[src/rtl/pce_cart_params.svh]
/*
 * PC Engine cartridge parameters
 * Widths, image offsets, download indices and signature words
 */
`ifndef PCE_CART_PARAMS_SVH
`define PCE_CART_PARAMS_SVH

// ============================================================
// Address widths
// ============================================================
`define PCE_BYTE_AW      14        // Byte address of the ROM image
`define PCE_WORD_AW      13        // Word address of the store

// ============================================================
// Image layout
// ============================================================
`define PCE_HDR_OFS      'h200     // Copier header skipped on reads
`define PCE_CODE_INDEX   8'hFF     // Download index of cheat codes
`define PCE_SGX_INDEX    5'd2      // Low index bits of a SuperGrafx image

// Signature windows, without and with header
`define PCE_POP_BASE_NH  'h1F20
`define PCE_POP_BASE_H   'h2120

// Populous signature at window offsets 6, 8, 10 and 12
`define PCE_POP_SIG0     16'h4F50
`define PCE_POP_SIG1     16'h5550
`define PCE_POP_SIG2     16'h4F4C
`define PCE_POP_SIG3     16'h5355

`endif

[src/rtl/pce_cart_pkg.sv]
/*
 * PC Engine cartridge types
 * Download beat, store write, image info, console read and cheat code
 */
`include "pce_cart_params.svh"

package pce_cart_pkg;

	// ============================================================
	// Host download stream
	// ============================================================
	typedef struct packed {
		logic                     download;  // Level, high for a whole transfer
		logic [7:0]               index;     // Image type or code index
		logic                     wr;        // One cycle per word
		logic [`PCE_BYTE_AW-1:0]  addr;      // Byte address of the word
		logic [15:0]              data;
	} dl_word_t;

	// Loader to store write, req toggles once per word
	typedef struct packed {
		logic [`PCE_WORD_AW-1:0]  addr;
		logic [15:0]              data;
		logic                     req;
	} store_wr_t;

	// Properties found while loading the image
	typedef struct packed {
		logic sgx;        // SuperGrafx image
		logic header;     // 512 byte copier header present
		logic populous;   // Signature found in the active window
	} cart_info_t;

	// ============================================================
	// Console side
	// ============================================================
	typedef struct packed {
		logic                     strobe;
		logic [`PCE_BYTE_AW-1:0]  addr;
	} rom_rd_t;

	// ============================================================
	// Cheat codes
	// ============================================================

	// Flags sit at the bottom so the halfword view runs in load order
	typedef struct packed {
		logic [31:0] replace;   // Halfwords 7 and 6
		logic [31:0] compare;   // Halfwords 5 and 4
		logic [31:0] addr;      // Halfwords 3 and 2
		logic [31:0] flags;     // Halfwords 1 and 0
	} cheat_fields_t;

	// Same record seen as raw download halfwords or as decoded fields
	typedef union packed {
		logic [7:0][15:0] hw;   // hw[k] is the word at byte offset 2k
		cheat_fields_t    f;
	} cheat_code_t;

endpackage

[src/rtl/cheat_code_loader.sv]
`timescale 1ns/1ps
/*
 * Cheat code loader
 * Collects eight download halfwords into one cheat code record
 */
`include "pce_cart_params.svh"

module cheat_code_loader import pce_cart_pkg::*; (
	input  logic        clk_sys,
	input  logic        rst,
	input  dl_word_t    dl,
	output cheat_code_t code,
	output logic        code_valid
);

	logic code_wr;
	logic last_word;

	// Code transfers only, even offsets carry the words
	assign code_wr = dl.download && dl.wr &&
	                 (dl.index == `PCE_CODE_INDEX) && !dl.addr[0];

	// Offset 14 closes the record
	assign last_word = (dl.addr[3:0] == 4'd14);

	// Halfword view lines up with the byte offset in the record
	always_ff @(posedge clk_sys) begin
		if (code_wr)
			code.hw[dl.addr[3:1]] <= dl.data;
	end

	always_ff @(posedge clk_sys) begin
		if (rst)
			code_valid <= 1'b0;
		else
			code_valid <= code_wr && last_word;   // Single cycle pulse
	end

endmodule

[config.mk]
export PLATFORM = sky130hd
export DESIGN_NAME = cheat_code_loader
export DESIGN_NICKNAME = d
export VERILOG_FILES = /design/src/rtl/pce_cart_pkg.sv /design/src/rtl/cheat_code_loader.sv
export VERILOG_INCLUDE_DIRS = /design/src /design/src/rtl
export SDC_FILE = /design/constraint.sdc
export NUM_CORES = 1
export LEC_CHECK = 0
export BUFFER_PORTS_ARGS = -buffer_cell sky130_fd_sc_hd__buf_2
export CAP_MARGIN = 40
export CORE_ASPECT_RATIO = 0.9
export CORE_MARGIN = 4
export CORE_UTILIZATION = 50
export DETAILED_ROUTE_END_ITERATION = 12
export GPL_TIMING_DRIVEN = 0
export PLACE_DENSITY = 0.83
export SLEW_MARGIN = 40
export SYNTH_ARGS = -nofsm -noshare
export SYNTH_HDL_FRONTEND = slang
export SYNTH_SLANG_ARGS = --single-unit
export TNS_END_PERCENT = 5
[constraint.sdc]
create_clock -name clk_sys -period 6.9 [get_ports clk_sys]
set_input_delay 1.38 -clock clk_sys [delete_from_list [all_inputs] [get_ports clk_sys]]
set_output_delay 1.38 -clock clk_sys [all_outputs]
set_load 0.01 [all_outputs]
==> results.json <==
{
  "status": "finished clean",
  "numCtsBuffers": 17,
  "min_to": "code_valid$_SDFF_PP0_",
  "gp_congestion": 0.6926,
  "crit_path_max_fanout": 5,
  "ys_seq_area_share_pct": 96.02,
  "grt_use_total_pct": 20.79,
  "grt_pass1_wl_um": 13900,
  "worst_slew_pin_slew_ns": 0.6305,
  "dp.cells": 412,
  "hpwl_um": 6105,
  "grt_overflow": 0,
  "crit_top_cell": "buf_2",
  "hold_violations": 0,
  "drc": 0,
  "cts_sinks": 129,
  "hold_ws_ns": 1.032,
  "synthCells": 149,
  "ant_nets": 0,
  "path_class": "in2reg",
  "slowest_stage": "nor4_2",
  "peakVddDrop_mv": 0.1781,
  "diodes": 0,
  "ctsHoldBuffers": 0,
  "antenna_found_initial": 0,
  "grt_max_degree": 17,
  "ys_ff_latch": 129,
  "arrival_ns": 2.74,
  "p_leak_nw": 2.145,
  "path_delay_family": "simple AND/OR/NAND/NOR gates",
  "grt_pass1_vias": 2366,
  "synth_area_leaders": "edfxtp_1 96%, nor2_1 0.65%, nor4_2 0.62%",
  "cts_tree": "built",
  "critical_path_buf_inv_count": 3,
  "die_y_um": 93.11,
  "utilization_pct": 73.12,
  "slew_headroom_pct": 57.87,
  "required_ns": 7.12,
  "ys_warn_count": 0,
  "fin_area_mm2": 0.005627,
  "rows": 30,
  "synth_ff_type": "edfxtp_1",
  "fmax_ghz": 0.3957,
  "worstHoldPathType": "in2reg",
  "setup_slack_ns": 4.373,
  "post_cts.repair.setup_buffers": 0,
  "cts_resized": 0,
  "regArea_mm2": 0.003864,
  "syn_area_mm2": 0.004024,
  "path_clk_slew_ns": 0.06,
  "cts-htree-levels": 4,
  "maxCapViolations": 0,
  "synth_edf_count": 128,
  "nNetsFinal": 377,
  "finalCriticalPeriod_ns": 2.527,
  "period_share_pct": 36.62,
  "avgViaCountPerCell": 5.081,
  "layout-drive-gt1-share_pct": 60.23,
  "core_mm2": 0.007695,
  "fp.dieW_um": 102.6,
  "io_pins": 171,
  "path_cells": "buf_2 -> and4_4 -> nand4b_4 -> nor4_2 -> buf_2 -> buf_2",
  "die_area_mm2": 0.009549,
  "hold_depth": 2,
  "rsz0062_at_grt": "no",
  "dp_slack_ns": 3.886,
  "drv_slew": 0,
  "first_iter_violations": 68,
  "ys_types": 15,
  "syn_nets": 191,
  "yosys.area.top_type": "edfxtp_1",
  "setup_violations": 0,
  "cts.path.max_buffers": 2,
  "wl_per_cell_um": 21.43,
  "synth_most_common_cell": "edfxtp_1",
  "vias": 2251,
  "stdcell_count": 443,
  "cp-end-kind": "flop",
  "firstDrtPassIters": 6,
  "min_from": "rst",
  "critPathMaxStageDelay_ns": 0.38,
  "initial_core_util_pct": 52.29,
  "yosysTopAreaCellShare_pct": 95.52,
  "power_mw": 1.739,
  "startpoint_type": "primary input",
  "syn_to_final_growth_pct": 39.83,
  "power.density_mw_per_mm2": 309.1,
  "finalSetupTns_ns": 0,
  "placed_area_mm2": 0.005055,
  "cts-root-buf": "clkbuf_8",
  "port-buffer-count": 160,
  "async_flop_share_pct": 0,
  "fill_cells": 446,
  "avgSynthCellArea_um2": 27.01,
  "wl_um": 9494,
  "multi_input_area_um2": 220.2,
  "synth_common_cells": "128 x edfxtp_1, 7 x nor2_1, 2 x nor4_2"
}
-- report_power, final --
part           switching [mW]  internal [mW]
Sequential          0.0000202          0.861
Clock                   0.337          0.519
Combinational          0.0148        0.00769
-- per-layer routing --
layer	GRT usage, %	vias to the layer above	wire length (um)
li1	-	986	-
met1	25.89	1104	3776
met2	31.51	145	4545
met3	9.843	16	1029
met4	8.087	0	143
met5	0	-	0
-- sequential cells by signal, indices dropped and copies added, names as in the netlist --
name / flops
code_valid: 1
code: 128
-- worst max-delay path by stage --
| stage | start | end | slack (ns) | cells past startpoint |
|---|---|---|---|---|
| after global routing | dl[34] | code[76]$_DFFE_PP_ | 4.29 | 6 |
| after floorplan | dl[36] | code[64]$_DFFE_PP_ | 3.08 | 3 |
| after detailed placement | dl[34] | code[75]$_DFFE_PP_ | 3.89 | 6 |
| final | dl[34] | code[78]$_DFFE_PP_ | 4.37 | 6 |
| after global placement | dl[36] | code[75]$_DFFE_PP_ | 1.73 | 4 |
| after CTS | dl[34] | code[78]$_DFFE_PP_ | 4.37 | 6 |
-- cell usage in the layout (no fill, tap or decap), types with 2 or more instances in the layout --
cell type	instances
buf_2	164
buf_4	2
bufinv_16	2
clkbuf_16	16
clkinv_4	2
clkinvlp_4	4
edfxtp_1	128
inv_6	4
nor2_4	6
nor4_2	2
-- final cells by class --
cell class,instances,area share (%)
clock buffers,18,7.427
repair buffers,167,15.12
flip-flops and latches,129,68.67
well taps,96,2.135
multi-input cells,20,3.914
clock inverters,13,2.735
-- cell families after synthesis --
kind of cell	after synthesis	synth area share, %
flip-flops	129	96.02
AND/OR/NAND/NOR	20	3.980
Power figures use the tool's default switching activity.
