[config.mk]
export PLATFORM = sky130hd
export DESIGN_NAME = rom_reader
export DESIGN_NICKNAME = d
export VERILOG_FILES = /design/src/rtl/pce_cart_pkg.sv /design/src/rtl/rom_reader.sv
export VERILOG_INCLUDE_DIRS = /design/src /design/src/rtl
export SDC_FILE = /design/constraint.sdc
export NUM_CORES = 1
export LEC_CHECK = 0
export BUFFER_PORTS_ARGS = -buffer_cell sky130_fd_sc_hd__buf_2
export CORE_UTILIZATION = 35
export CTS_CLUSTER_SIZE = 28
export DETAILED_ROUTE_END_ITERATION = 10
export GPL_TIMING_DRIVEN = 0
export HOLD_SLACK_MARGIN = 0.05
export PLACE_DENSITY_LB_ADDON = 0.05
export SKIP_CTS_REPAIR_TIMING = 1
export SYNTH_ARGS = -nofsm -noshare
export SYNTH_HDL_FRONTEND = slang
export SYNTH_SLANG_ARGS = --single-unit
[constraint.sdc]
create_clock -name clk_sys -period 1.65 [get_ports clk_sys]
set_input_delay 0.165 -clock clk_sys [delete_from_list [all_inputs] [get_ports clk_sys]]
set_output_delay 0.165 -clock clk_sys [all_outputs]
set_load 0.01 [all_outputs]
[src/rtl/pce_cart_params.svh]
/*
 * PC Engine cartridge parameters
 * Widths, image offsets, download indices and signature words
 */
`ifndef PCE_CART_PARAMS_SVH
`define PCE_CART_PARAMS_SVH

// ============================================================
// Address widths
// ============================================================
`define PCE_BYTE_AW      14        // Byte address of the ROM image
`define PCE_WORD_AW      13        // Word address of the store

// ============================================================
// Image layout
// ============================================================
`define PCE_HDR_OFS      'h200     // Copier header skipped on reads
`define PCE_CODE_INDEX   8'hFF     // Download index of cheat codes
`define PCE_SGX_INDEX    5'd2      // Low index bits of a SuperGrafx image

// Signature windows, without and with header
`define PCE_POP_BASE_NH  'h1F20
`define PCE_POP_BASE_H   'h2120

// Populous signature at window offsets 6, 8, 10 and 12
`define PCE_POP_SIG0     16'h4F50
`define PCE_POP_SIG1     16'h5550
`define PCE_POP_SIG2     16'h4F4C
`define PCE_POP_SIG3     16'h5355

`endif

[src/rtl/pce_cart_pkg.sv]
/*
 * PC Engine cartridge types
 * Download beat, store write, image info, console read and cheat code
 */
`include "pce_cart_params.svh"

package pce_cart_pkg;

	// ============================================================
	// Host download stream
	// ============================================================
	typedef struct packed {
		logic                     download;  // Level, high for a whole transfer
		logic [7:0]               index;     // Image type or code index
		logic                     wr;        // One cycle per word
		logic [`PCE_BYTE_AW-1:0]  addr;      // Byte address of the word
		logic [15:0]              data;
	} dl_word_t;

	// Loader to store write, req toggles once per word
	typedef struct packed {
		logic [`PCE_WORD_AW-1:0]  addr;
		logic [15:0]              data;
		logic                     req;
	} store_wr_t;

	// Properties found while loading the image
	typedef struct packed {
		logic sgx;        // SuperGrafx image
		logic header;     // 512 byte copier header present
		logic populous;   // Signature found in the active window
	} cart_info_t;

	// ============================================================
	// Console side
	// ============================================================
	typedef struct packed {
		logic                     strobe;
		logic [`PCE_BYTE_AW-1:0]  addr;
	} rom_rd_t;

	// ============================================================
	// Cheat codes
	// ============================================================

	// Flags sit at the bottom so the halfword view runs in load order
	typedef struct packed {
		logic [31:0] replace;   // Halfwords 7 and 6
		logic [31:0] compare;   // Halfwords 5 and 4
		logic [31:0] addr;      // Halfwords 3 and 2
		logic [31:0] flags;     // Halfwords 1 and 0
	} cheat_fields_t;

	// Same record seen as raw download halfwords or as decoded fields
	typedef union packed {
		logic [7:0][15:0] hw;   // hw[k] is the word at byte offset 2k
		cheat_fields_t    f;
	} cheat_code_t;

endpackage

[src/rtl/rom_reader.sv]
`timescale 1ns/1ps
/*
 * ROM reader
 * Serves console byte reads from the word store, skipping the
 * copier header when the image has one
 */
`include "pce_cart_params.svh"

module rom_reader import pce_cart_pkg::*; (
	input  logic                    clk_sys,
	input  logic                    rst,
	input  rom_rd_t                 rd,
	input  cart_info_t              info,
	output logic                    st_en,
	output logic [`PCE_WORD_AW-1:0] st_addr,
	input  logic [15:0]             st_data,
	output logic                    rom_rdy,
	output logic [7:0]              rom_data
);

	localparam int BAW = `PCE_BYTE_AW;
	localparam logic [BAW-1:0] HDR_OFS = `PCE_HDR_OFS;

	logic [BAW-1:0] byte_addr;   // Image byte address after header skip
	logic           busy;        // Store data arrives this cycle
	logic           odd_q;

	assign byte_addr = rd.addr + (info.header ? HDR_OFS : '0);

	// Strobes are taken only while ready
	assign st_en   = rd.strobe && rom_rdy;
	assign st_addr = byte_addr[BAW-1:1];

	always_ff @(posedge clk_sys) begin
		if (rst) begin
			rom_rdy <= 1'b1;
			busy    <= 1'b0;
		end else begin
			busy <= st_en;
			if (st_en)
				rom_rdy <= 1'b0;
			else if (busy)
				rom_rdy <= 1'b1;   // Data lands together with ready
		end
	end

	// Byte lane select, odd bytes in the upper half
	always_ff @(posedge clk_sys) begin
		if (st_en)
			odd_q <= byte_addr[0];
		if (busy)
			rom_data <= odd_q ? st_data[15:8] : st_data[7:0];
	end

endmodule

==> metrics, run 1 <==
H-tree levels 1; Least-Margin Pin Slew ~350 ps; syn avg cell area roughly 15 sq um; commonest non-fill, non-tap cells in the layout buf_2 (48), edfxtp_1 (9), mux2_4 (8), buf_4 (8), clkbuf_4 (3); Top Metal Used met3; io pins roughly 60; Setup TNS Final 0 ps; Clk Latency, worst-skew pair approximately 250 ps; YS warnings 0; Final Max Slew Viols 0; leading cell type in the layout, fill and taps excluded buf_2; Area contributors post-synth edfxtp_1 (46%), mux2_4 (20%), buf_4 (10%); Vias/cell between 4 and 5; FF/Latch Area slightly above 300 sq um; minimum clock period roughly 1200 ps; worst r2r path cells 2; relative slew slack around 77%; worst slack, placed 450 ps; Routed met2 length 507 um; crit path max fanout 2; CTS Buffer Depth 2; unrepaired setup endpoints after global routing false; period utilisation layout 71.9%; Starting DRT DRC Count 1; die extent in x approximately 43 um; Root Buffer clkbuf_4; first-pass GRT wire length ~1.6 mm; die area between 1500 and 2000 sq um; PnR worst setup slack ~460 ps; Critical Path RT 1480 ps; Nets between 100 and 150; Post-Synthesis Cells 39; register area share after synthesis ~53%; worst r2r dst rom_data[4]$_DFFE_PP_; CTS tree built; r2r setup slk 570 ps; max cap viols 0; CP startpoint kind input port; Vias between 400 and 500; worst hold start rst; CTS Buf Count 3; number of diodes 0; Worst-path clk slew approximately 60 ps; worst hold endpoint busy$_SDFF_PP0_; worst min path class in -> reg; Synth cell types 13; Rows 14; Worst Clk Skew 1.46 ps; PD cells around 740 nW/um^2; Synth Register Bits 11; layout cells sized above 1 74.7%; WHS Path Cells 2; post-synth top area share between 40 and 50%; GP Congestion 0.606; final WL ~950 um; Area Growth Syn to Fin 48.8%; crit path capture type primary output; Initial Utilization 38.1%; DRT met1 WL between 300 and 400 um; total core area 1540 sq um; status finished clean; # setup viols final 0; Leak between 0.4 and 0.5 nW; gr usage total 11.0%; drc violations 0; WP data arrival slightly above 1000 ps; Max Freq roughly 0.84 GHz; multi-input logic area ~210 sq um; hpwl dp approximately 870 um; vias in the first global route between 400 and 500; largest net degree at the start of global routing 10; Antenna Nets Post-Route 0; Cell Area, Synth 587 sq um; filler instances between 100 and 150; total global routing overflow 0; final hold viol count 0; die height roughly 43 um; routed len/inst 8.87 um; CTS sink count 11; initial antenna violation count 0; Setup CP Type in -> out; syn nets 77; worst hold margin 79.9 ps; Pre-antenna DRT Iters 3; WL met3 between 100 and 150 um; IO buf count 48; Worst VDD drop approximately 0.32 mV; leading area contributor after synthesis edfxtp_1; reg2reg start odd_q$_DFFE_PP_
-- where the power goes --
| part | switching [mW] | internal, mW |
|---|---|---|
| clock | 0.0780 | 0.0931 |
| combinational | 0.0556 | 0.0897 |
| sequential | 0.00752 | 0.319 |
| total | 0.141 | 0.501 |
-- metal layers --
metal	up-vias	track usage, %
met5	-	0
met2	37	22.1
met3	0	4.68
li1	236	-
met1	196	9.97
met4	0	1.82
-- cells in the mapped netlist --
library cell,n
nor2b_1,1
o21bai_1,1
nor2_1,1
mux2_4,8
buf_6,1
edfxtp_1,9
xor2_1,1
buf_4,8
dfxtp_1,2
xnor2_1,2
nand3_1,2
ha_1,2
and2_1,1
-- area by class of cell --
cell class	instances	share of cell area (%)
plain buffers	9	8.17
clock buffers	4	3.01
multi-input cells	19	23.5
flip-flops and latches	11	35.5
well taps	16	2.29
repair buffers	48	27.5
-- metrics by stage --
step / utilization, % / instance area (sq um) / std cells / total power [mW]
CTS: 56.7 / 873 / 107 / 0.654
global route: 56.7 / 873 / 107 / 0.685
floorplan: - / 587 / 39 / 0.416
global placement: 55.0 / 847 / 103 / 0.479
finish: 56.7 / 873 / 107 / 0.643
detailed placement: 55.0 / 847 / 103 / 0.481
-- worst max-delay path by stage --
stage,startpoint,end,slack [ps],depth (start not counted)
after floorplan,odd_q$_DFFE_PP_,rom_data[0]$_DFFE_PP_,600,2
after global placement,rd[9],st_addr[12],460,6
after detailed placement,rd[9],st_addr[12],450,6
after CTS,rd[9],st_addr[12],450,6
after global routing,rd[9],st_addr[12],420,6
final,rd[9],st_addr[12],460,6
-- logic make-up (layout without fill, tap and decap cells) --
logic type                 count (synthesis)  after routing  share of synthesized area [%]
AOI/OAI and AO/OA                          1              1                           1.28
adders and majority gates                  2              2                           4.26
DFF                                       11             11                           52.9
muxes                                      8              8                           20.5
buffers and inverters                      9             61                           12.2
xor gates and xnor gates                   3              3                           4.48
and+or+nand+nor                            5              5                           4.48
-- worst max-delay path, cell delays in order --
cell     delay, ps
buf_2          100
ha_1           200
ha_1           210
nand3_1        100
xnor2_1        110
buf_2          140
-- state kept, by name (all words and copies together), names as in the netlist --
register and cells:
rom_rdy 1, odd_q 1, rom_data 8, busy 1
(Power assumes the default switching activity.)
==> inputs of run 2 (changes only) <==
- ABC_AREA: unset -> 1
- CORE_UTILIZATION: 35 -> 31
- clock period: 1.65 -> 1 ns (I/O delays scaled with it)
==> run 2 against run 1 <==
The run now ends with setup timing left. Sequential share of layout area shrank 3.3 points. Register-to-register slack worse by 580 ps. Worst hold slack better by 19 ps. Wire length grew 31%. Flip-flop and latch count unchanged. Synthesized cell count grew 62%. Core utilization decreased by 1.2 points. Non-clock buffer count increased by 5. Critical path depth is 3 lower. First-iteration DRC count grew to 3.0 times the previous value. Setup slack worse by 470 ps. Via count grew 25%.
==> metrics, run 2 <==
H-tree levels 1 (unchanged); post-placement cell area 856 sq um (was 847 sq um); Area contributors post-synth edfxtp_1 (46%), buf_4 (10%), nand2_1 (9.0%) (was edfxtp_1 (46%), mux2_4 (20%), buf_4 (10%)); die height 45.4 um (was 42.9 um); max reg flops 8 (unchanged); worst min path class in -> reg (unchanged); PnR worst setup slack -6.00 ps (was 464 ps); number of flops mapped to enable cells by yosys 9 (unchanged); worst hold endpoint busy$_SDFF_PP0_ (unchanged); largest net degree at the start of global routing 11 (was 10); Worst-path clk slew 70 ps (was 60 ps); reg2reg start odd_q$_DFFE_PP_ (unchanged); Max Freq between 0.9 and 1 GHz; total global routing overflow 0 (unchanged); CTS Buf Count 3 (unchanged); Worst Clk Skew 1.43 ps (was 1.46 ps); number of diodes 0 (unchanged); Nets 159 (was 130); Clk Latency, worst-skew pair 260 ps (was 250 ps); GP Congestion 0.579 (was 0.606); io pins 59 (unchanged); Vias/cell 4.03 (was 4.38); most numerous cell in the Yosys netlist nand2_1 (was edfxtp_1); Setup CP Type reg -> reg (was in -> out); total core area 1750 sq um (was 1540 sq um); syn nets 101 (was 77); drc violations 0 (unchanged); syn avg cell area 9.27 sq um (was 15.0 sq um); die extent in x 45.4 um (was 42.9 um); overall power 1.11 mW (was 0.643 mW); gr usage total 11.1% (was 11.0%); commonest non-fill, non-tap cells in the layout buf_2 (48), inv_1 (11), buf_4 (10), edfxtp_1 (9), nand2_1 (8) (was buf_2 (48), edfxtp_1 (9), mux2_4 (8), buf_4 (8), clkbuf_4 (3)); relative slew slack 75.1% (was 76.9%); Starting DRT DRC Count 3 (was 1); YS warnings 0 (unchanged); Synth Register Bits 11 (unchanged); IO buf count 48 (unchanged); CTS sink count 11 (unchanged); final hold viol count 0 (unchanged); Synth top cells by count nand2_1 (14), inv_1 (12), edfxtp_1 (9), o21ai_0 (9), buf_4 (8) (was edfxtp_1 (9), buf_4 (8), mux2_4 (8)); unrepaired setup endpoints after global routing true (was false); worst hold start rd[14] (was rst); CTS tree built (unchanged); Synth cell types 12 (was 13); PD cells 1140 nW/um^2 (was 736 nW/um^2); Cell Area, Synth 584 sq um (was 587 sq um); Post-Synthesis Cells 63 (was 39); Final Max Slew Viols 0 (unchanged); routed len/inst 8.54 um (was 8.87 um); Least-Margin Pin Slew 373 ps (was 346 ps); initial antenna violation count 0 (unchanged); minimum clock period between 1000 and 1500 ps; worst hold margin 99.2 ps (was 79.9 ps); vias in the first global route 386 (was 434); max cap viols 0 (unchanged); register area share after synthesis 53.1% (was 52.9%); CTS Buffer Depth 2 (unchanged); worst r2r dst rom_data[4]$_DFFE_PP_ (unchanged); status complete, but fails checks (was finished clean); Area Growth Syn to Fin 65.5% (was 48.8%); WHS Path Cells 3 (was 2); failing checks setup timing; worst r2r path cells 3 (was 2); Setup TNS Final -10.1 ps (was 0 ps); Antenna Nets Post-Route 0 (unchanged); crit path capture type flip-flop (was primary output); first-pass GRT wire length 1.56 mm (unchanged); Leak 0.516 nW (was 0.453 nW); final WL 1.24 mm (was 949 um); final cell area excluding filler cells 967 sq um (was 873 sq um); die area 2060 sq um (was 1840 sq um); final core occ 55.4% (was 56.7%); r2r setup slk -6 ps (was 570 ps); post-synth top area share 46.3% (was 46.1%); # setup viols final 2 (was 0); Root Buffer clkbuf_4 (unchanged); Rows 15 (was 14); Initial Utilization 33.5% (was 38.1%); CP startpoint kind flip-flop (was input port); Most flops, register rom_data (unchanged); Critical Path RT 1010 ps (was 1480 ps); Vias 584 (was 469); period utilisation layout 101%; Synth Flop Type edfxtp_1 (unchanged); FFs w/ async S/R, synth 0% (unchanged); layout cells sized above 1 62.5% (was 74.7%); Pre-antenna DRT Iters 3 (unchanged); hpwl dp 907 um (was 873 um); Worst VDD drop 0.566 mV (was 0.324 mV); leading cell type in the layout, fill and taps excluded buf_2 (unchanged); crit path max fanout 5 (was 2); leading area contributor after synthesis edfxtp_1 (unchanged); WP data arrival 1020 ps (about the same)
run 2: report_power, final:
group	internal [mW]	switching, mW
clock	0.154	0.150
sequential	0.527	0.0173
combinational	0.142	0.116
run 2: through the flow:
stage / worst slack, ps / std cells
floorplan: 48.4 / 63
global placement: -65.3 / 136
detailed placement: -72.3 / 136
CTS: -82.3 / 140
global route: -41.3 / 145
finish: -6.00 / 145
run 2: cells by family after synthesis:
| group | synth area share (%) |
|---|---|
| buf+inv | 19.9 |
| fa+ha+maj | 4.28 |
| compound gates | 7.71 |
| xor+xnor | 1.50 |
| flops | 53.1 |
| simple gates | 13.5 |
run 2: worst max-delay path by stage:
stage,start,endpoint,slack (ps),cells past startpoint
after floorplan,odd_q$_DFFE_PP_,rom_data[6]$_DFFE_PP_,50,3
after global placement,odd_q$_DFFE_PP_,rom_data[7]$_DFFE_PP_,-70,3
after detailed placement,odd_q$_DFFE_PP_,rom_data[7]$_DFFE_PP_,-70,3
after CTS,odd_q$_DFFE_PP_,rom_data[7]$_DFFE_PP_,-80,3
after global routing,odd_q$_DFFE_PP_,rom_data[4]$_DFFE_PP_,-40,3
final,odd_q$_DFFE_PP_,rom_data[4]$_DFFE_PP_,-6,3
run 2: worst max-delay path, cell delays in order (launching register included):
cell and delay, ps:
edfxtp_1 480, buf_6 170, nand2_1 50, o21ai_0 60
run 2: final cells by class:
cell class / instances / area (sq um)
Multi-Input combinational cell: 31 / 195
Buffer: 9 / 71.3
Tap cell: 25 / 31.3
Timing Repair Buffer: 53 / 287
Fill cell: 171 / 778
Inverter: 12 / 45.0
Sequential cell: 11 / 312
Clock buffer: 4 / 26.3
run 2: routing by layer:
| metal | vias up | global-route usage [%] | share of wire, % |
|---|---|---|---|
| met5 | - | 0 | 0 |
| met4 | 0 | 9.09 | 1.0 |
| met3 | 2 | 2.38 | 7.7 |
| met2 | 34 | 15.1 | 46 |
| met1 | 237 | 14.8 | 45 |
| li1 | 311 | - | - |
