### src/rtl/pce_cart_params.svh
/*
 * PC Engine cartridge parameters
 * Widths, image offsets, download indices and signature words
 */
`ifndef PCE_CART_PARAMS_SVH
`define PCE_CART_PARAMS_SVH

// ============================================================
// Address widths
// ============================================================
`define PCE_BYTE_AW      14        // Byte address of the ROM image
`define PCE_WORD_AW      13        // Word address of the store

// ============================================================
// Image layout
// ============================================================
`define PCE_HDR_OFS      'h200     // Copier header skipped on reads
`define PCE_CODE_INDEX   8'hFF     // Download index of cheat codes
`define PCE_SGX_INDEX    5'd2      // Low index bits of a SuperGrafx image

// Signature windows, without and with header
`define PCE_POP_BASE_NH  'h1F20
`define PCE_POP_BASE_H   'h2120

// Populous signature at window offsets 6, 8, 10 and 12
`define PCE_POP_SIG0     16'h4F50
`define PCE_POP_SIG1     16'h5550
`define PCE_POP_SIG2     16'h4F4C
`define PCE_POP_SIG3     16'h5355

`endif

### src/rtl/pce_cart_pkg.sv
/*
 * PC Engine cartridge types
 * Download beat, store write, image info, console read and cheat code
 */
`include "pce_cart_params.svh"

package pce_cart_pkg;

	// ============================================================
	// Host download stream
	// ============================================================
	typedef struct packed {
		logic                     download;  // Level, high for a whole transfer
		logic [7:0]               index;     // Image type or code index
		logic                     wr;        // One cycle per word
		logic [`PCE_BYTE_AW-1:0]  addr;      // Byte address of the word
		logic [15:0]              data;
	} dl_word_t;

	// Loader to store write, req toggles once per word
	typedef struct packed {
		logic [`PCE_WORD_AW-1:0]  addr;
		logic [15:0]              data;
		logic                     req;
	} store_wr_t;

	// Properties found while loading the image
	typedef struct packed {
		logic sgx;        // SuperGrafx image
		logic header;     // 512 byte copier header present
		logic populous;   // Signature found in the active window
	} cart_info_t;

	// ============================================================
	// Console side
	// ============================================================
	typedef struct packed {
		logic                     strobe;
		logic [`PCE_BYTE_AW-1:0]  addr;
	} rom_rd_t;

	// ============================================================
	// Cheat codes
	// ============================================================

	// Flags sit at the bottom so the halfword view runs in load order
	typedef struct packed {
		logic [31:0] replace;   // Halfwords 7 and 6
		logic [31:0] compare;   // Halfwords 5 and 4
		logic [31:0] addr;      // Halfwords 3 and 2
		logic [31:0] flags;     // Halfwords 1 and 0
	} cheat_fields_t;

	// Same record seen as raw download halfwords or as decoded fields
	typedef union packed {
		logic [7:0][15:0] hw;   // hw[k] is the word at byte offset 2k
		cheat_fields_t    f;
	} cheat_code_t;

endpackage

### src/rtl/cart_loader.sv
`timescale 1ns/1ps
/*
 * Cartridge loader
 * Turns host download words into ROM store writes and inspects the
 * image for SuperGrafx, a copier header and the Populous signature
 */
`include "pce_cart_params.svh"

module cart_loader import pce_cart_pkg::*; (
	input  logic       clk_sys,
	input  logic       rst,
	input  dl_word_t   dl,
	input  logic       swap_bits,
	output logic       ioctl_wait,
	output store_wr_t  wr,
	input  logic       wr_ack,
	output cart_info_t info
);

	localparam int BAW = `PCE_BYTE_AW;
	localparam logic [BAW-1:0] WIN_NH = `PCE_POP_BASE_NH;
	localparam logic [BAW-1:0] WIN_H  = `PCE_POP_BASE_H;

	logic           cart_dl;    // Image transfer, not a cheat code
	logic           old_dl;
	logic [BAW-1:0] addr;       // Byte address of the current word
	logic           req;
	logic [15:0]    word;       // Incoming word after optional swap
	logic [15:0]    wr_data;
	logic           in_win;
	logic           sig_ok;
	logic [1:0]     populous;   // [0] headerless window, [1] header window
	logic           sgx;

	// Bit order reversed inside each byte
	function automatic logic [15:0] swap_word(input logic [15:0] d);
		logic [15:0] r;
		for (int i = 0; i < 8; i++) begin
			r[i]     = d[7 - i];
			r[8 + i] = d[15 - i];
		end
		return r;
	endfunction

	assign cart_dl = dl.download && (dl.index != `PCE_CODE_INDEX);
	assign word    = swap_bits ? swap_word(dl.data) : dl.data;

	// ============================================================
	// Signature inspection
	// ============================================================
	assign in_win = (addr[BAW-1:4] == WIN_NH[BAW-1:4]) ||
	                (addr[BAW-1:4] == WIN_H[BAW-1:4]);

	always_comb begin
		case (addr[3:0])
			4'd6:    sig_ok = (word == `PCE_POP_SIG0);
			4'd8:    sig_ok = (word == `PCE_POP_SIG1);
			4'd10:   sig_ok = (word == `PCE_POP_SIG2);
			4'd12:   sig_ok = (word == `PCE_POP_SIG3);
			default: sig_ok = 1'b1;   // Outside the signature slots
		endcase
	end

	// ============================================================
	// Download sequencing
	// ============================================================
	always_ff @(posedge clk_sys) begin
		if (rst) begin
			old_dl     <= 1'b0;
			ioctl_wait <= 1'b0;
			req        <= 1'b0;
			addr       <= '0;
			populous   <= 2'b00;
			sgx        <= 1'b0;
		end else begin
			old_dl <= cart_dl;
			if (cart_dl && !old_dl) begin
				// New image
				addr     <= '0;
				populous <= 2'b11;
				sgx      <= (dl.index[4:0] == `PCE_SGX_INDEX);
			end else if (dl.wr && cart_dl) begin
				ioctl_wait <= 1'b1;
				req        <= ~req;   // Hand the word to the store
				if (in_win && !sig_ok)
					populous[addr[13]] <= 1'b0;   // Bit 13 tells the windows apart
			end else if (ioctl_wait && (req == wr_ack)) begin
				ioctl_wait <= 1'b0;
				addr       <= addr + BAW'(2);
			end
		end
	end

	// Word held for the store until the ack
	always_ff @(posedge clk_sys) begin
		if (dl.wr && cart_dl)
			wr_data <= word;
	end

	assign wr.addr = addr[BAW-1:1];
	assign wr.data = wr_data;
	assign wr.req  = req;

	// Odd number of 512 byte blocks means a copier header
	assign info.sgx      = sgx;
	assign info.header   = addr[9];
	assign info.populous = populous[addr[9]];

endmodule

### config.mk
export PLATFORM = sky130hd
export DESIGN_NAME = cart_loader
export DESIGN_NICKNAME = d
export VERILOG_FILES = /design/src/rtl/pce_cart_pkg.sv /design/src/rtl/cart_loader.sv
export VERILOG_INCLUDE_DIRS = /design/src /design/src/rtl
export SDC_FILE = /design/constraint.sdc
export NUM_CORES = 1
export LEC_CHECK = 0
export BUFFER_PORTS_ARGS = -buffer_cell sky130_fd_sc_hd__buf_4
export CAP_MARGIN = 5
export CELL_PAD_IN_SITES_DETAIL_PLACEMENT = 0
export CELL_PAD_IN_SITES_GLOBAL_PLACEMENT = 1
export CORE_MARGIN = 8
export CORE_UTILIZATION = 38
export CTS_BUF_LIST = sky130_fd_sc_hd__clkbuf_4 sky130_fd_sc_hd__clkbuf_8 sky130_fd_sc_hd__clkbuf_16
export DETAILED_ROUTE_END_ITERATION = 10
export PLACE_DENSITY = 0.84
export SYNTH_ARGS = -nofsm -noshare
export SYNTH_HDL_FRONTEND = slang
export SYNTH_SLANG_ARGS = --single-unit
### constraint.sdc
create_clock -name clk_sys -period 3.2 [get_ports clk_sys]
set_input_delay 0.32 -clock clk_sys [delete_from_list [all_inputs] [get_ports clk_sys]]
set_output_delay 0.32 -clock clk_sys [all_outputs]
set_load 0.01 [all_outputs]
==> summary.md, run 1 <==
The run finished with clean final reports. Power spread over the standard cell area amounts to 376.6 nW/µm². TritonCTS built the clock tree. Summed over all layers, the routed wires come to 4274 µm.

Once detail routing completed, the nets flagged for antenna violations numbered 0. The most common cell in the netlist was sky130_fd_sc_hd__nor2_1. The post-route DRC violation count came out at 0. Averaged over all synthesized cells, the footprint is 10.40 µm². The worst-case IR drop observed on VDD is 0.1657 mV. The initial cell density of the core came out at 39.18%. The dominant synthesized flop cell was sky130_fd_sc_hd__dfxtp_1. The max-capacitance violation count is 0. The die covers 7359 µm².

The first global-routing pass estimated 7127 µm of wire. CTS H-tree depth: 2. Of all nets on the critical path, the largest fanout is 9. Counting every net in the synthesized netlist gives 226.

Buffers inserted to repair hold after CTS numbered 0. The via count of the first global-routing pass was 1524; the final critical delay including setup and external delays was 2.419 ns. The kind of path behind the tightest hold check was in2reg. The count of port buffers added during placement came out at 63. The commonest cells after synthesis are sky130_fd_sc_hd__nor2_1, sky130_fd_sc_hd__dfxtp_1, sky130_fd_sc_hd__edfxtp_1. The die span in y was 85.79 µm; the total of cells resized after clock tree synthesis was 0.

The final count of hold timing violations was 0. The worst pin sits at a relative slew slack of 46.48%. The design draws 920.6 µW. The TritonCTS sink count was 35; the share of async-settable or async-resettable flops after synthesis was 0%. The endpoint class of the critical path was a flip-flop. The cell taking the most area after synthesis is sky130_fd_sc_hd__edfxtp_1. After global routing the overflow that remains totals 0.

The setup TNS is 0 ns. The analysis attributes to cell leakage a power of 0.9731 nW. Clock tree synthesis inserted a total of 5 buffers. After legalization and detailed placement, the total HPWL measured 3383 µm. The post-synthesis instance area was 1851 µm². By area the synthesized netlist is led by sky130_fd_sc_hd__edfxtp_1, sky130_fd_sc_hd__dfxtp_1, sky130_fd_sc_hd__mux2_2. In the finished design, the share of the clock period the worst path needs comes to 75.60%.

The count of standard-cell rows came out at 25. The part of the Yosys area used for sequential elements is 46.52%, and the critical path data required time is 3.41 ns. Clock latency on the worst-skew pair, taken at its later pin, is 0.28 ns. At the worst endpoint, the arrival time is 2.63 ns. The tools report the count of final max-slew check failures as 0. After clock tree synthesis, the clock-pin slew on the worst setup and hold paths is 0.07 ns. After synthesis, the netlist uses 41 different library cells. The number of antenna cells inserted was 0; the total of endpoints with negative setup slack in the final report was 0. For this run, the top clock speed supported by timing is 0.4134 GHz. The deepest clock path buffer count is 2. The first-pass iteration count of the detailed router was 4.

The critical path is of the reg2reg type. The aggregate global-route resource usage was 11.91%. For this run, the post-layout net count is 289. The share of cells above drive strength 1 works out to 37.19%. Setup repair after global routing left no endpoint under its margin.

The run gives 0 as the initial antenna violation count. Routed via count divided by cell count: 4.994. Synthesis inferred 35 register bits. The run gives 178 as the gate count of the mapped netlist. For this run, the number of Yosys warnings is 0. Area growth from synthesis to layout: 32.12%. The clock arrives with 0.008599 ns of skew.

At the pin with the least slew margin, the transition time is 0.8029 ns. The tools report the area of the placeable core as 4723 µm². The number of buffers inserted by post-CTS setup repair was 0; the share of Yosys cell area claimed by the top area cell type was 25.96%.

The die is 85.79 µm wide. The count of flip-flops with a built-in enable after synthesis was 16. The tools report the DRC marker count from the first detailed-route iteration as 84. In the final routed layout, each cell accounts on average for 13.83 µm. The via count is 1543. STA classifies the critical path startpoint as a flip-flop. 78 I/O pins were placed.

For the routability congestion estimate, the log shows 0.7695. The root buffer cell chosen for the clock tree is sky130_fd_sc_hd__clkbuf_8. Entering global routing, the biggest net connects 23 pins.

The run gives 461 as the number of filler instances in the final layout.
## power by group
| group | internal [mW] | switching, mW |
|---|---|---|
| registers | 0.490 | 0.00681 |
| clock network | 0.149 | 0.147 |
| logic | 0.0695 | 0.0590 |
## logic make-up after synthesis
| family | synth area share [%] |
|---|---|
| simple gates | 21.16 |
| flops | 46.52 |
| fa+ha+maj | 2.705 |
| buf+inv | 3.313 |
| xor+xnor | 7.572 |
| mux | 11.22 |
| compound gates | 7.505 |
## sequential cells by signal, indices dropped and copies added, names as in the netlist
signal / count
req: 1
ioctl_wait: 1
sgx: 1
addr: 13
populous: 2
old_dl: 1
wr_data: 16
## worst max-delay path, stage by stage (launching register included)
cell,delay [ns]
sky130_fd_sc_hd__dfxtp_1,0.53
sky130_fd_sc_hd__inv_1,0.11
sky130_fd_sc_hd__ha_1,0.27
sky130_fd_sc_hd__nor3_1,0.27
sky130_fd_sc_hd__nand3b_1,0.16
sky130_fd_sc_hd__xor2_1,0.07
sky130_fd_sc_hd__or4_1,0.41
sky130_fd_sc_hd__a221o_1,0.32
sky130_fd_sc_hd__a211oi_2,0.21
## layer usage
layer | up-vias | share of wire, % | track usage, % | routed length (µm)
met3 | 4 | 9.3 | 5.158 | 399
li1 | 773 | - | - | -
met4 | 0 | 1.2 | 3.822 | 50
met2 | 57 | 45 | 19.18 | 1920
met5 | - | 0 | 0 | 0
met1 | 709 | 45 | 13.86 | 1903
## placed cells by master (no fill, tap or decap), types with 2 or more instances in the layout
cell type	instances
sky130_fd_sc_hd__buf_4	63
sky130_fd_sc_hd__nor2_1	23
sky130_fd_sc_hd__dfxtp_1	19
sky130_fd_sc_hd__edfxtp_1	16
sky130_fd_sc_hd__mux2_2	12
sky130_fd_sc_hd__nand3_1	12
sky130_fd_sc_hd__xor2_1	12
sky130_fd_sc_hd__nand2_1	8
sky130_fd_sc_hd__o21ai_0	7
sky130_fd_sc_hd__nand4_1	5
sky130_fd_sc_hd__nor3_1	5
sky130_fd_sc_hd__clkbuf_8	5
sky130_fd_sc_hd__inv_1	4
sky130_fd_sc_hd__xnor2_1	4
sky130_fd_sc_hd__a21oi_1	4
sky130_fd_sc_hd__nor4b_1	4
sky130_fd_sc_hd__ha_1	4
sky130_fd_sc_hd__and3_1	3
sky130_fd_sc_hd__clkinv_2	3
sky130_fd_sc_hd__mux2_1	2
sky130_fd_sc_hd__mux2_4	2
sky130_fd_sc_hd__mux2i_1	2
sky130_fd_sc_hd__and2_1	2
sky130_fd_sc_hd__nor4_1	2
sky130_fd_sc_hd__nand3b_1	2
sky130_fd_sc_hd__nor2b_1	2
sky130_fd_sc_hd__a211oi_2	2
## area by class of cell
| type | count | area (µm²) | share of cell area, % |
|---|---|---|---|
| clock buffers | 5 | 68.82 | 2.815 |
| clock inverters | 3 | 15.01 | 0.6141 |
| inverters | 4 | 15.01 | 0.6141 |
| multi-input cells | 132 | 928.4 | 37.97 |
| flip-flops and latches | 35 | 860.8 | 35.21 |
| well taps | 67 | 83.83 | 3.429 |
| repair buffers | 63 | 473.0 | 19.34 |
## path summary, 6_finish.rpt
| check | startpoint | slack (ns) | endpoint | cells after the start |
|---|---|---|---|---|
| min | rst | 0.26 | populous[0] | 2 |
| max | addr[1] | 0.78 | populous[1] | 8 |
| min reg2reg | ioctl_wait | 0.49 | ioctl_wait | 2 |
| max reg2reg | addr[1] | 0.78 | populous[1] | 8 |
## stage by stage
stage	instances	util, %	setup WS, ns	instance area, µm²	hold slack (ns)
CTS	309	51.76	0.7707	2445	0.2412
global placement	301	49.99	0.7962	2361	0.4664
global route	309	51.76	0.5700	2445	0.2494
floorplan	178	-	0.9883	1851	0.3846
detailed placement	301	49.99	0.7769	2361	0.4799
finish	309	51.76	0.7808	2445	0.2571
No activity file was read; power rests on OpenSTA's default activity.
==> run 2: changes to the inputs <==
- ABC_AREA: not set -> 1
- CORE_UTILIZATION: 38 -> 34
- PLACE_DENSITY: 0.84 -> 0.79
- clock period: 3.2 -> 2.3 ns (I/O delays scaled with it)
==> summary.md, run 2 <==
The flow ran to the end, and the final reports show no timing, DRC or antenna violations. Ranked by total cell area, the synthesized netlist is headed by sky130_fd_sc_hd__edfxtp_1, sky130_fd_sc_hd__dfxtp_1, sky130_fd_sc_hd__nand2_1. The logs give 0 (unchanged) for the count of final max-slew check failures and 0.7954 (+3.4%) for the routability congestion estimate. The flip-flop count of the largest register, all copies and words added is 16 (unchanged), and the max-capacitance violation count is 0 (unchanged). The maximum resistive drop on vdd was 0.2644 mV (+60%); the remaining max-slew budget at the tightest pin was 73.22% (+27 points).

The clock latency reported for the late side of the worst-skew pair was 0.28 ns (about the same); the via count of the first global-routing pass was 1802 (+18%). Slowest stage cell on the critical path: sky130_fd_sc_hd__dfxtp_1. The total of endpoints with negative setup slack in the final report is 0 (unchanged). Leaving out fill and tap cells, the most frequent cell in the layout is sky130_fd_sc_hd__nand2_1. The logs give 0.5323 GHz (+29%) for the maximum clock rate and 86 (+2.4%) for the DRC marker count from the first detailed-route iteration.

TritonCTS built the clock tree. The initial antenna violation count was 0 (unchanged). The top fanout value on the critical path was 9 (unchanged). The tools report the via count as 1894 (+23%). The simple logic cell fraction of the synthesized area was 33.49% (+12 points). The number of warnings printed during yosys synthesis was 0 (unchanged); the x dimension of the die was 94.23 µm (+9.8%). The run gives 2.09 ns (-0.54 ns) as the signal arrival time at the worst endpoint.

The number of antenna cells inserted is 0 (unchanged), and the number of buffer and inverter stages on the critical path is 2 (+1). Post-synthesis instance area: 2081 µm² (+12%). The area of the placeable core came out at 5921 µm² (+25%). Leakage component of the power: 1.273 nW (+31%). Main combinational cell family by area after synthesis: simple AND/OR/NAND/NOR gates.

For the count of standard-cell rows, the log shows 28 (+12%). The part of the Yosys area used for sequential elements was 41.37% (-5.1 points). The tools report the gate count of the mapped netlist as 295 (+66%). The tree is rooted in a sky130_fd_sc_hd__clkbuf_8. Leaving out fill and tap cells, the most frequent cells in the layout are sky130_fd_sc_hd__nand2_1, sky130_fd_sc_hd__buf_4, sky130_fd_sc_hd__inv_1. The share of synthesized area spent on multiplexers is 0% (-11 points), and the share of the synthesized area in compound gates (AO/OA/AOI/OAI) is 8.298% (+0.79 points). The number of buffers inserted by post-CTS setup repair is 0 (unchanged). The clock-pin slew of the registers on the worst-case setup and hold paths came out at 0.07 ns (about the same). The highest cell delay on the worst timing path works out to 0.53 ns (about the same).

The aggregate global-route resource usage was 11.57% (-0.34 points); the number of distinct standard cells referenced by the synthesized netlist was 28 (-32%). The die span in y came out at 94.23 µm (+9.8%). The net switching power was 334.1 µW (+57%).

Area growth from synthesis to layout: 28.68%. The register with the most flip-flops in the final layout is wr_data. The share of cells above drive strength 1 is 24.23% (-13 points), and the net count reported at finish is 406 (+40%). The power per standard cell area is 502.2 nW/µm² (+33%), and the post-route DRC violation count is 0 (unchanged). HPWL after detailed placement: 4082 µm (+21%).

Setup repair after global routing left no endpoint under its margin. The most common cell in the netlist is sky130_fd_sc_hd__nand2_1. The part of the total power dissipated in sequential elements was 51.4% (-2.5 points).

The dominant synthesized flop cell is sky130_fd_sc_hd__dfxtp_1. Clock skew after layout: 0.004219 ns (-0.004380 ns). The final routed wire length divided by cell count was 11.71 µm (-15%); the net count after synthesis was 343 (+52%). The final worst-path cycle share was 81.67% (+6.1 points). The tools report the met1 routed wirelength after detailed routing as 2412 µm (+27%).

The topmost layer with routed signal wires is met4. STA classifies the critical path startpoint as a flip-flop. The initial cell density of the core came out at 35.14% (-4.0 points).

Number of routed nets with antenna violations: 0 (unchanged). The setup TNS is 0 ns (unchanged), and the arithmetic-cell share of the synthesized area counting full adders, half adders and majority gates is 2.405% (-0.30 points). Register bit count reported by yosys: 35 (unchanged). Total of hold buffers inserted after clock tree synthesis: 0 (unchanged).

The share of Yosys cell area claimed by the top area cell type is 23.09% (-2.9 points). For the part of the power in combinational logic, the log shows 14.7% (+0.7 points). Slew of the pin with the lowest slew margin: 0.4012 ns (-0.4016 ns). The critical path class was reg2reg. In this run the worst hold path is classified as in2reg. The fraction of power spent switching nets came out at 24.85% (+1.7 points). The gate family responsible for the most delay along the worst path was simple AND/OR/NAND/NOR gates. The largest registers in the layout are wr_data (16), addr (13), populous (2).

For the final count of hold timing violations, the log shows 0 (unchanged). The cell taking the most area after synthesis was sky130_fd_sc_hd__edfxtp_1. Critical path data required time: 2.51 ns (-0.90 ns). Dominant cell type by count on the critical path: sky130_fd_sc_hd__nand2_1.

The number of clock buffers inserted by TritonCTS was 5 (unchanged); the area of the die was 8879 µm² (+21%). The total congestion overflow was 0 (unchanged). The critical path goes through inv_1 > ha_1 > nand2_1 > nand2_1 > inv_1 > nand2_1 > nand3_1 > nand2_1 > nor2_1 > nand2_1 > nand3_1 > nand2_1 > a21oi_1. The parity-gate share of the synthesized area counting xor and xnor cells was 1.684% (-5.9 points). Design internal power: 1.010 mW (+43%).

The deepest clock path buffer count came out at 2 (unchanged). The run gives 35 (unchanged) as the TritonCTS sink count. The mean instance size in the synthesized netlist is 7.053 µm² (-32%). The routed wire length is 5083 µm (+19%), and the count of port buffers added during placement is 63 (unchanged). The routed via count divided by cell count is 4.364 (-13%), and the portion of total power attributed to the clock network is 33.9% (+1.8 points).

The met3 routed wirelength is 318 µm (-20%), and the pin count of the biggest net entering global routing is 21 (-8.7%). The logs give 4 (unchanged) for the first-pass iteration count of the detailed router and 0 (unchanged) for the total of cells resized after clock tree synthesis. The commonest cells after synthesis are sky130_fd_sc_hd__nand2_1, sky130_fd_sc_hd__inv_1, sky130_fd_sc_hd__nor2_1.

The run gives 8321 µm (+17%) as the first-pass GRT wire length. The count of flip-flops with a built-in enable after synthesis is 16 (unchanged), and the top-level I/O count is 78 (unchanged). The worst setup path is captured at a flip-flop. For the final-layout worst hold slack, the log shows 0.1368 ns (-0.1203 ns).

The run gives 2 (unchanged) as the CTS H-tree depth. The final critical delay including setup and external delays is 1.878 ns (-0.5408 ns), and the share of async-settable or async-resettable flops after synthesis is 0% (unchanged). The met2 routed wirelength is 2314 µm (+21%).
run 2: changes by cell type after synthesis, moves of 3 or more:
cell,previous run,this run
sky130_fd_sc_hd__nand2_2,0,6
sky130_fd_sc_hd__xnor2_1,4,0
sky130_fd_sc_hd__nand2_1,8,100
sky130_fd_sc_hd__nor4b_1,4,0
sky130_fd_sc_hd__inv_1,4,50
sky130_fd_sc_hd__a21oi_1,4,18
sky130_fd_sc_hd__and3_1,3,0
sky130_fd_sc_hd__nand3_1,12,18
sky130_fd_sc_hd__xor2_1,12,4
sky130_fd_sc_hd__mux2_2,12,0
sky130_fd_sc_hd__nor2_1,23,20
run 2: path summary, 6_finish.rpt:
| kind | from | to | slack (ns) | cells after the start |
|---|---|---|---|---|
| worst min register to register | sgx | sgx | 0.44 | 2 |
| worst min-delay path | rst | ioctl_wait | 0.14 | 2 |
| worst max register to register | addr[1] | populous[0] | 0.42 | 13 |
| worst max-delay path | addr[1] | populous[0] | 0.42 | 13 |
run 2: power groups by stage:
stage          Clock [mW]  Combinational, mW  Sequential (mW)
2_1_floorplan           0             0.0937            0.717
3_3_place_gp            0              0.198            0.705
3_5_place_dp            0              0.201            0.706
4_1_cts             0.471              0.201            0.691
5_1_grt             0.503              0.222            0.694
6_report            0.456              0.197            0.691
run 2: through the flow:
| step | total power, mW | std cells | setup slack [ns] | util [%] | area, µm² |
|---|---|---|---|---|---|
| floorplan | 0.8106 | 295 | 0.6628 | - | 2081 |
| global placement | 0.9035 | 426 | 0.4545 | 43.72 | 2589 |
| detailed placement | 0.9065 | 426 | 0.4176 | 43.72 | 2589 |
| CTS | 1.364 | 434 | 0.3881 | 45.22 | 2678 |
| global route | 1.419 | 434 | 0.1809 | 45.22 | 2678 |
| finish | 1.345 | 434 | 0.4215 | 45.22 | 2678 |
run 2: cell type report:
cell class                      count  area (µm²)
Clock inverter                      1       5.005
Fill cell                         619        3243
Tap cell                           75       93.84
Timing Repair Buffer               64       480.5
Clock buffer                        7       83.83
Multi-Input combinational cell    199       954.7
Sequential cell                    35       860.8
Inverter                           53       198.9
run 2: cell families after synthesis:
| logic type | after synthesis |
|---|---|
| AOI/OAI and AO/OA | 32 |
| and+or+nand+nor | 159 |
| DFF | 35 |
| adders and majority gates | 4 |
| xor gates and xnor gates | 4 |
| buffers and inverters | 61 |
run 2: metal layers:
| metal | vias to the layer above | track usage [%] |
|---|---|---|
| li1 | 1041 | - |
| met1 | 795 | 14.58 |
| met2 | 54 | 18.54 |
| met3 | 4 | 3.757 |
| met4 | 0 | 2.774 |
| met5 | - | 0 |
run 2: worst reg2reg max path, cell delays in order (launching register included):
cell,delay (ns)
sky130_fd_sc_hd__dfxtp_1,0.53
sky130_fd_sc_hd__inv_1,0.13
sky130_fd_sc_hd__ha_1,0.21
sky130_fd_sc_hd__nand2_1,0.11
sky130_fd_sc_hd__nand2_1,0.11
sky130_fd_sc_hd__inv_1,0.09
sky130_fd_sc_hd__nand2_1,0.09
sky130_fd_sc_hd__nand3_1,0.08
sky130_fd_sc_hd__nand2_1,0.05
sky130_fd_sc_hd__nor2_1,0.10
sky130_fd_sc_hd__nand2_1,0.07
sky130_fd_sc_hd__nand3_1,0.07
sky130_fd_sc_hd__nand2_1,0.05
sky130_fd_sc_hd__a21oi_1,0.11
